--- src/include/mul_params.svh ---
`ifndef MUL_PARAMS_SVH
`define MUL_PARAMS_SVH

// operand width of the integer core
`define XLEN 64
// full product width that is kept after the final add
`define PROD_W 128
// partial product width, wide enough for a 66 bit multiplier times a 65 bit multiplicand
`define EXT_W 132
// radix-4 booth rows, XLEN/2 plus one for the sign digit
`define PP_NUM 33

`endif

--- src/verilog/wallace_mul.sv ---
`default_nettype none
`include "mul_params.svh"

// product bundle from the multiplier array to the output side
interface mul_res_if;
    logic valid;
    logic [`PROD_W-1:0] product;
    logic high;

    modport src (
        output valid,
        output product,
        output high
    );

    modport dst (
        input valid,
        input product,
        input high
    );
endinterface


`default_nettype wire
--- src/verilog/mul_result_stage.sv ---
`default_nettype none
`include "mul_params.svh"

module mul_result_stage (
    input  logic             clk,
    input  logic             rst,
    mul_res_if.dst           res,
    output logic             out_valid,
    output logic [`XLEN-1:0] result
);

    logic [`XLEN-1:0] half;

    // upper word for MULH*, lower word for MUL
    assign half = res.high ? res.product[`PROD_W-1:`XLEN] : res.product[`XLEN-1:0];

    always_ff @(posedge clk) begin
        if (rst) begin
            out_valid <= 1'b0;
        end else begin
            out_valid <= res.valid;
        end
    end

    // only the selected word reaches writeback
    always_ff @(posedge clk) begin
        if (res.valid) begin
            result <= half;
        end
    end

endmodule

`default_nettype wire

--- src/flat_wrapper.sv ---
// flat-port wrapper written by rule: the top's interface ports become plain ports
module mul_result_stage_flat 
  (clk, rst, out_valid, result, res_valid, res_product, res_high);
  mul_res_if res_i ();
  input  logic clk;
  input  logic rst;
  output logic out_valid;
  output logic [`XLEN-1:0] result;
  input wire logic [$bits(res_i.valid)-1:0] res_valid;
  input wire logic [$bits(res_i.product)-1:0] res_product;
  input wire logic [$bits(res_i.high)-1:0] res_high;
  assign res_i.valid = res_valid;
  assign res_i.product = res_product;
  assign res_i.high = res_high;
  mul_result_stage u_core (.clk(clk), .rst(rst), .res(res_i), .out_valid(out_valid), .result(result));
endmodule
--- config.mk ---
export PLATFORM = sky130hd
export DESIGN_NAME = mul_result_stage_flat
export DESIGN_NICKNAME = d
export VERILOG_FILES = /design/src/verilog/wallace_mul.sv /design/src/verilog/mul_result_stage.sv /design/src/flat_wrapper.sv
export VERILOG_INCLUDE_DIRS = /design/src /design/src/include
export SDC_FILE = /design/constraint.sdc
export NUM_CORES = 1
export LEC_CHECK = 0
export ABC_AREA = 1
export BUFFER_PORTS_ARGS = -buffer_cell sky130_fd_sc_hd__buf_2
export CORE_MARGIN = 2
export CORE_UTILIZATION = 30
export DETAILED_ROUTE_END_ITERATION = 16
export PLACE_DENSITY_LB_ADDON = 0.3
export SLEW_MARGIN = 30
export SYNTH_ARGS = -nofsm -noshare
export SYNTH_HDL_FRONTEND = slang
export SYNTH_SLANG_ARGS = --single-unit
export TNS_END_PERCENT = 10
--- constraint.sdc ---
create_clock -name clk -period 1 [get_ports clk]
set_input_delay 0.25 -clock clk [delete_from_list [all_inputs] [get_ports clk]]
set_output_delay 0.25 -clock clk [all_outputs]
set_load 0.01 [all_outputs]
# Word level (Yosys, flattened, before mapping)
# Cells that the tools add are included.
dict set report word_totals {
  regBits 65
  in_bits 132
  output_inout_bits 65
}
dict set report classes {
  n_mux 1
}
# cell n
set ops {}
lappend ops {{$mux W64} 1}

# Logic depth before layout (Yosys ltp)
# Gate-level depths: netlist of the first run.
dict set report logic_depth {
  depth_word 1
  ltp_mapped 4
}

# Least setup slack after synthesis of the first run
# OpenSTA, ideal clock, no wires.
dict set report synth_timing {
  kind {input to register}
  from {in res_high}
  to {reg u_core.result[0], data pin}
  arrival_ns 0.642
  setup_slack_ns 0.106
  cell_stages 4
  path_buffers 2
  path_cell_list {buf_4 -> clkbuf_8 -> nand2_1 -> nand2_1}
}
dict set report synth_between {
  elab_chain_cells 1
}
# element line
set synth_lines {}
lappend synth_lines {{start, declared} flat_wrapper.sv:11} ;# input wire logic [$bits(res_i.high)-1:0] res_high;
lappend synth_lines {{$mux W64} mul_result_stage.sv:15} ;# assign half = res.high ? res.product[`PROD_W-1:`XLEN] : res.product[`XLEN-1:0];
lappend synth_lines {{via u_core.half[0]} mul_result_stage.sv:12} ;# logic [`XLEN-1:0] half;
lappend synth_lines {{end signal, assigned} mul_result_stage.sv:28} ;# result <= half;
lappend synth_lines {{end, declared} mul_result_stage.sv:9} ;# output logic [`XLEN-1:0] result
# The timed path passes the listed nets, and every way through them passes these cells.
# A chain may end at the register's enable or synchronous reset.

# Worst setup path in the final report of the first run
dict set report layout_timing {
  from {reg u_core.result[46]}
  to {out result[46]}
}
# element line
set layout_lines {}
lappend layout_lines {{end, declared} flat_wrapper.sv:8} ;# output logic [`XLEN-1:0] result;
# No word-level cell between the ends.

==> results of run 1 <==
Yosys cell counts:
| cell type | n | area share (%) |
|---|---|---|
| dfxtp_1 | 1 | 0.72 |
| inv_2 | 1 | 0.13 |
| inv_1 | 1 | 0.13 |
| buf_2 | 6 | 1.1 |
| nor2_1 | 1 | 0.13 |
| edfxtp_1 | 64 | 69 |
| nand2_1 | 192 | 26 |
| buf_4 | 1 | 0.27 |
| clkbuf_8 | 6 | 3.0 |
metrics by stage:
stage          util [%]  instances  setup TNS, ns  area (sq um)  hold WS [ns]
6_report           45.1        589          -5.44          4130        0.0665
5_1_grt            45.1        589          -8.71          4130        0.0392
4_1_cts            44.9        589          -7.50          4110        0.0379
3_5_place_dp       42.8        573          -2.20          3910         0.408
3_3_place_gp       42.8        573          -1.39          3910         0.416
2_1_floorplan         -        273              0          2790         0.321
layer usage:
layer | up-vias | wire length, microns
met5 | - | 0
met4 | 0 | 157
met3 | 15 | 656
met2 | 127 | 3390
met1 | 1086 | 2800
li1 | 1272 | -
path summary, 6_finish.rpt:
check / start / endpoint / slack (ns) / depth (start not counted)
max: u_core.result[46]$_DFFE_PP_ / result[46] / -0.11 / 1
min: rst / u_core.out_valid$_SDFF_PP0_ / 0.07 / 2
cells by family after synthesis:
logic type    synth area share, %
buf+inv                      4.57
flops                        69.5
simple gates                 25.9
power by group through the flow:
stage               sequential, uW  combinational, uW  clock [uW]
floorplan                     3550                266           0
global placement              3390               1010           0
detailed placement            3400               1030           0
CTS                           3340               1030        2290
global route                  3360               1130        2400
finish                        3340               1020        2200
sequential cells by signal (all words and copies together), names as in the netlist:
name and flops:
u_core.result 64, u_core.out_valid 1
final cells by class:
class | instances | share of cell area, %
Sequential cell | 65 | 47.0
Timing Repair Buffer | 202 | 27.1
Multi-Input combinational cell | 193 | 17.6
Tap cell | 111 | 3.36
Clock buffer | 10 | 3.33
Clock inverter | 6 | 1.39
Inverter | 2 | 0.182
what timing repair did:
item                       in CTS  in global routing
gates resized for setup         0                  4
hold endpoints to repair        0                  0
setup buffers                   0                  0
pin swaps                       0                  0
setup endpoints to repair      65                 65
==> results by group, run 1 <==
Run status
  – Status: finished, violations left
  – Violated checks: setup timing

Global route
  – Global Route met3 Usage: between 5 and 6%
  – First-pass GRT wire length: slightly above 10000 microns
  – GR peak layer: met2
  – Total gr overflow: 0
  – Met2 Track Usage GR: 22.4%
  – Initial antenna violation count: 0
  – Met1 Track Usage GR: around 15%
  – Largest net degree at the start of global routing: 41
  – Total track usage: a little over an eighth
  – Vias in the first global route: between 2000 and 2500

Drt
  – Vias/cell: about 4.2
  – Final wirelength: approximately 7000 microns
  – DR iter-0 viols: 76
  – DRT antenna net count: 0
  – Post-route DRC: 0
  – Via Count: 2500
  – Drt first pass iters: 4
  – Routed WL per cell: between 10 and 15 microns

Timing
  – Setup WS post-layout: -0.114 ns
  – Slew HR: roughly 87%
  – Actual slew at the worst max-slew pin: around 0.19 ns
  – FMAX: between 0.8 and 0.9 GHz
  – Hold Fails Final Rpt: 0
  – RSZ-0062 raised after global routing: true
  – Min Clock Period, post-route: between 1 and 1.5 ns
  – Finish-stage setup viols: 64
  – Slew Limit Fails: 0
  – Crit share post-route: 111%

Finish
  – Share of cells above drive strength 1: 45.8%
  – Multi-input gate area: approximately 720 sq um
  – # diodes: 0
  – Most frequent cells in the layout: buf_2, nand2_1, edfxtp_1
  – Final nets: ~610
  – FF/Latch Area: 1940 sq um
  – Commonest non-fill, non-tap cell in the layout: buf_2
  – Layout fillers: about 910
  – P&R area growth vs syn: 47.7%

Clock tree
  – CTS root buf: clkbuf_8
  – Hold-fix buffers, CTS: 0
  – Clk slew on worst S/H paths: 0.07 ns
  – Clock buffer depth: 2
  – CTS tree: yes
  – CTS buffer count: 9
  – Clock Sinks: between 60 and 70
  – Max H-tree Level: 3

Pwr
  – Final Power: 6570 uW
  – Lkg Pwr: 0.00214 uW
  – PwrDens: between 1500 and 2000 nW/um^2
  – Sw Ratio: 24.4%
  – Combinational power share: between 15 and 20%
  – Sequential share of power: about half
  – Clock share of power: between 30% and 40%
  – NetSw: roughly 1600 uW
  – Worst IR Drop VDD: 0.000650 V
  – P_int: approximately 5000 uW

Worst setup path
  – CP max stage cell: edfxtp_1
  – Crit path launch type: register
  – Crit Path Class: reg2out
  – Family with the most delay on the worst path: flip-flops
  – Req. time, crit path: 0.75 ns
  – Critical Path End Type: primary output
  – Worst Path Arrival: between 0.8 and 0.9 ns
  – Crit path cell chain: buf_2
  – Crit path max fanout: 1
  – Slowest stage delay, CP: approximately 0.38 ns
  – Buffer and inverter count on the worst path: 1

Die
  – Die area: ~10000 sq um
  – Initial Util: between 30% and 40%
  – Die X: 101 microns
  – Top Ports: 197
  – Row cnt: 35
  – Die height: 101 microns
  – Core Area: approximately 9000 sq um

Yosys
  – Syn Area/Cell: between 10 and 15 sq um
  – Yosys cell types: 9
  – Mapped Nets: a little over 400
  – Mapped Cells: approximately 270
  – Cell area after synthesis: approximately 2800 sq um
  – Synth warn: 0
  – Sequential cell area fraction in the yosys report: a little over two thirds
  – Yosys reg bits: 65

Placed design
  – Pre-CTS WS: -0.0655 ns
  – DP HPWL: between 5000 and 6000 microns
  – I/O Buffers: slightly below 200
  – RePlAce Congestion: about 0.77

Worst hold path
  – Worst hold path class: in2reg

Run
  – Max Cap Violations: 0
No activity file was read; power rests on OpenSTA's default activity.
==> run 2, diff against run 1 <==
==> constraint.sdc (replaced) <==
create_clock -name clk -period 1 [get_ports clk]
set_input_delay 0.25 -clock clk [delete_from_list [all_inputs] [get_ports clk]]
set_output_delay 0.25 -clock clk [all_outputs]
set_load 0.1 [all_outputs]
==> run 2 against run 1 <==
Against the previous run: the flow still finishes with violations (setup timing); count of clock-buffer cells in the layout up 1; clock power down 7%; die area unchanged; final cell count down 0.17%; routed wire length up 2.3%.
==> results by group, run 2 (synthesis gave the netlist of run 1 again) <==
Pwr
  – NetSw: around 3300 uW
  – Lkg Pwr: 0.00247 uW
  – Sw Ratio: a little under two fifths
  – Sequential share of power: between 30% and 40%
  – Final Power: a little under 9000 uW
  – PwrDens: roughly 1800 nW/um^2
  – Clock share of power: 22.8%
  – Worst IR Drop VDD: roughly 0.00076 V
  – P_int: between 5000 and 6000 uW
  – Combinational power share: between 30% and 40%

Finish
  – Share of cells above drive strength 1: between 40% and 50%
  – P&R area growth vs syn: 81.4%
  – Commonest non-fill, non-tap cell in the layout: nand2_1
  – Max reg flops: between 60 and 70
  – Layout fillers: approximately 780
  – Multi-input gate area: 724 sq um
  – Largest regs: u_core.result (64), u_core.out_valid (1)
  – Largest register by flop count: u_core.result
  – # diodes: 0
  – Final nets: about 610
  – Most frequent cells in the layout: nand2_1, buf_2, buf_12
  – FF/Latch Area: between 1500 and 2000 sq um

Clock tree
  – CTS tree: yes
  – Hold-fix buffers, CTS: 0
  – CTS buffer count: 9
  – Resized Gates After CTS: 0
  – Max H-tree Level: 3
  – Clk slew on worst S/H paths: ~0.070 ns
  – Clock buffer depth: 2
  – CTS root buf: clkbuf_8
  – Clock Sinks: 65

Die
  – Core Area: 9150 sq um
  – Row cnt: 35
  – Top Ports: between 150 and 200
  – Initial Util: a little under a third
  – Die height: around 100 microns
  – Die X: just over 100 microns
  – Die area: about 10000 sq um

Timing
  – Setup TNS: -11.51 ns
  – Crit share post-route: 120%
  – Min Clock Period, post-route: ~1.2 ns
  – Setup WS post-layout: -0.200 ns
  – FMAX: ~0.83 GHz
  – Actual slew at the worst max-slew pin: 0.200 ns
  – Hold Fails Final Rpt: 0
  – Slew HR: 86.6%
  – Finish-stage setup viols: between 60 and 70
  – Slew Limit Fails: 0
  – RSZ-0062 raised after global routing: true

Drt
  – Vias/cell: 4.29
  – Routed WL per cell: about 12 microns
  – DR iter-0 viols: 53
  – Via Count: ~2500
  – DRT antenna net count: 0
  – Final wirelength: just over 7000 microns
  – Drt first pass iters: 6
  – Post-route DRC: 0

Worst setup path
  – Crit path max fanout: 1
  – Crit path cell chain: buf_12
  – CP max stage cell: edfxtp_1
  – Family with the most delay on the worst path: flip-flops
  – Slowest stage delay, CP: between 0.4 and 0.5 ns
  – Crit path launch type: register
  – Critical Path End Type: primary output
  – Buffer and inverter count on the worst path: 1
  – Req. time, crit path: 0.75 ns
  – Worst Path Arrival: between 0.9 and 1 ns
  – Crit Path Class: reg2out

Global route
  – Initial antenna violation count: 0
  – Total track usage: around 14%
  – Vias in the first global route: ~2300
  – First-pass GRT wire length: between 10000 and 15000 microns
  – Largest net degree at the start of global routing: 37
  – Total gr overflow: 0

Placed design
  – RePlAce Congestion: 0.723
  – I/O Buffers: approximately 200
  – DP HPWL: ~5500 microns
  – Pre-CTS WS: -0.0559 ns

Worst hold path
  – Worst hold path class: in2reg
  – Min-delay src: rst
  – Hold path depth: 2
  – Hold Path End: u_core.out_valid$_SDFF_PP0_

Run status
  – Status: finished, violations left
  – Violated checks: setup timing

Run
  – Max Cap Violations: 0
## run 2: changes by cell type in the layout (fill, tap and decap cells not counted), moves of 2 or more
cell,before,now
buf_2,193,131
buf_6,3,0
clkbuf_1,0,2
clkinv_2,4,0
buf_12,6,71
clkinv_1,0,2
## run 2: metrics by stage
stage,area [sq um],utilization [%],hold slack [ns],cells
after floorplan,2800,-,0.314,273
after global placement,4890,53.4,0.406,573
after detailed placement,4890,53.4,0.402,573
after CTS,5070,55.4,0.0449,588
after global routing,5070,55.4,0.0510,588
final,5070,55.4,0.0705,588
## run 2: worst max-delay path by stage
stage	from	to	slack (ns)	cells after the start
floorplan	u_core.result[0]$_DFFE_PP_	result[0]	-0.15	0
global placement	res_high	u_core.result[48]$_DFFE_PP_	-0.03	5
detailed placement	res_high	u_core.result[48]$_DFFE_PP_	-0.06	5
CTS	u_core.result[36]$_DFFE_PP_	result[36]	-0.23	1
global route	u_core.result[10]$_DFFE_PP_	result[10]	-0.26	1
finish	u_core.result[36]$_DFFE_PP_	result[36]	-0.20	1
## run 2: routing by layer
metal | up-vias | global-route usage, % | part of all wire (%)
li1 | 1274 | - | -
met3 | 17 | 5.62 | 9.6
met1 | 1102 | 16.0 | 38
met4 | 0 | 6.53 | 2.6
met2 | 127 | 24.1 | 50
met5 | - | 0 | 0
## run 2: power by group through the flow
stage	clock network [uW]	registers, uW	logic, uW
after floorplan	0	5200	266
after global placement	0	3550	3400
after detailed placement	0	3560	3420
after CTS	2130	3500	3420
after global routing	2240	3520	3520
final	2040	3500	3400
## run 2: area by class of cell
cell class / count / area share [%]
timing repair buffer: 202 / 41.0
sequential: 65 / 38.3
clock inverter: 4 / 0.889
multi-input combinational: 193 / 14.3
inverter: 2 / 0.148
tap: 111 / 2.74
clock buffer: 11 / 2.59
## run 2: repair_timing
item,CTS,global route
buffers inserted,0,0
endpoints found under the setup margin,65,65
pin swaps,0,0
==> run 3, diff against run 2 <==
==> constraint.sdc (replaced) <==
create_clock -name clk -period 1 [get_ports clk]
set_input_delay 0.25 -clock clk [delete_from_list [all_inputs] [get_ports clk]]
set_output_delay 0.25 -clock clk [all_outputs]
set_load 0.02 [all_outputs]
==> run 3 against run 2 <==
Against the previous run: the flow still finishes with violations (setup timing); routed wire length fell by 2.1%; critical path depth is the same; die area did not move; worst hold slack got worse by 0.012 ns; highest routed layer unchanged; first-iteration DRC count up 32%; combinational power is 64% lower; power is 24% lower; sequential cell count stayed put; sequential share of layout area increased by 8.3 points; non-clock buffer count did not move; via count is 0.83% lower; utilization shrank 9.8 points.
==> results by group, run 3 (synthesis gave the netlist of run 1 again) <==
Run status
  – Status: finished, violations left
  – Violated checks: setup timing

Worst setup path
  – Critical Path End Type: primary output
  – Slowest stage delay, CP: approximately 0.41 ns
  – Crit path max fanout: 1
  – Family with the most delay on the worst path: flip-flops
  – Crit Path Class: reg2out
  – Req. time, crit path: ~0.75 ns
  – Crit path launch type: register
  – Crit path cell chain: buf_6
  – CP max stage cell: edfxtp_1
  – Worst Path Arrival: about 0.88 ns
  – Buffer and inverter count on the worst path: 1

Timing
  – Actual slew at the worst max-slew pin: 0.193 ns
  – FMAX: ~0.9 GHz
  – RSZ-0062 raised after global routing: true
  – Slew HR: approximately 87%
  – Slew Limit Fails: 0
  – Setup WS post-layout: -0.134 ns
  – Min Clock Period, post-route: about 1.1 ns
  – Finish-stage setup viols: 65
  – Crit share post-route: 113%
  – Hold Fails Final Rpt: 0

Run
  – Max Cap Violations: 0

Drt
  – Vias/cell: 4.24
  – Final wirelength: 7010 microns
  – DRT antenna net count: 0
  – Post-route DRC: 0
  – Routed WL per cell: 11.9 microns
  – DR iter-0 viols: 70
  – Via Count: 2499
  – Drt first pass iters: 4

Global route
  – Met2 Track Usage GR: between 20% and 30%
  – Total gr overflow: 0
  – First-pass GRT wire length: 10300 microns
  – Largest net degree at the start of global routing: around 40
  – Met1 Track Usage GR: between 15 and 20%
  – Global Route met3 Usage: between 5 and 6%
  – Vias in the first global route: 2265
  – GR peak layer: met2
  – Total track usage: between 10% and 20%
  – Initial antenna violation count: 0

Placed design
  – Placed Area: roughly 3900 sq um
  – RePlAce Congestion: roughly 0.77
  – Pre-CTS WS: -0.0655 ns
  – I/O Buffers: roughly 200
  – Placed insts: about 570
  – DP HPWL: roughly 5200 microns

Finish
  – Final nets: approximately 610
  – Largest register by flop count: u_core.result
  – Non-Filler Instances: 589
  – Largest regs: u_core.result (64), u_core.out_valid (1)
  – Layout fillers: between 900 and 1000
  – Share of cells above drive strength 1: a little under half
  – # diodes: 0
  – Commonest non-fill, non-tap cell in the layout: nand2_1
  – Max reg flops: 64
  – P&R area growth vs syn: 49.1%
  – Design area: between 4000 and 5000 sq um
  – Most frequent cells in the layout: nand2_1, buf_2, edfxtp_1

Pwr
  – PwrDens: 1630 nW/um^2
  – Lkg Pwr: between 0.002 and 0.0025 uW
  – Worst IR Drop VDD: roughly 0.00065 V

Clock tree
  – CTS tree: yes
  – CTS root buf: clkbuf_8
  – Clock Sinks: 65
  – CTS buffer count: 9
  – Clock buffer depth: 2
  – Hold-fix buffers, CTS: 0
  – Max H-tree Level: 3
  – Clk slew on worst S/H paths: 0.07 ns

Die
  – Initial Util: a little under a third
  – Row cnt: 35
  – Die height: slightly above 100 microns
  – Top Ports: just under 200
  – Die area: a little over 10000 sq um
  – Core Area: between 9000 and 10000 sq um
  – Die X: 101 microns

Worst hold path
  – Worst hold path class: in2reg
[run 3: cell type report]
cell class	instances	area, sq um	area share (%)
flip-flops and latches	65	1940	46.6
repair buffers	202	1160	27.8
multi-input cells	193	724	17.4
well taps	111	139	3.33
clock buffers	10	138	3.30
clock inverters	6	57.6	1.38
inverters	2	7.51	0.180
[run 3: worst paths after layout]
check / startpoint / to / slack [ns] / cells past startpoint
max: u_core.result[62]$_DFFE_PP_ / result[62] / -0.13 / 1
min: rst / u_core.out_valid$_SDFF_PP0_ / 0.06 / 2
[run 3: through the flow]
stage	setup TNS [ns]	utilization, %	hold slack [ns]	total power (uW)
global route	-9.86	45.5	0.0320	7110
CTS	-8.74	45.1	0.0307	6860
floorplan	0	-	0.321	4000
finish	-6.65	45.5	0.0588	6780
detailed placement	-2.20	42.8	0.408	4610
global placement	-1.39	42.8	0.416	4590
[run 3: metal layers]
layer  part of all wire, %  vias to the layer above
met5                     0                        -
met4                   2.3                        0
met3                   9.3                       15
met2                    48                      127
met1                    41                     1085
li1                      -                     1272
[run 3: power breakdown]
group          switching (uW)  leakage (uW)  internal (uW)
logic                     723       0.00142            509
registers                62.8      0.000633           3280
clock network             999      0.000102           1200
total                    1780       0.00216           4990
[run 3: what timing repair did]
action,in CTS,in global routing
resized for setup,7,12
buffers inserted,0,0
setup endpoints to repair,65,65
hold endpoints to repair,0,0
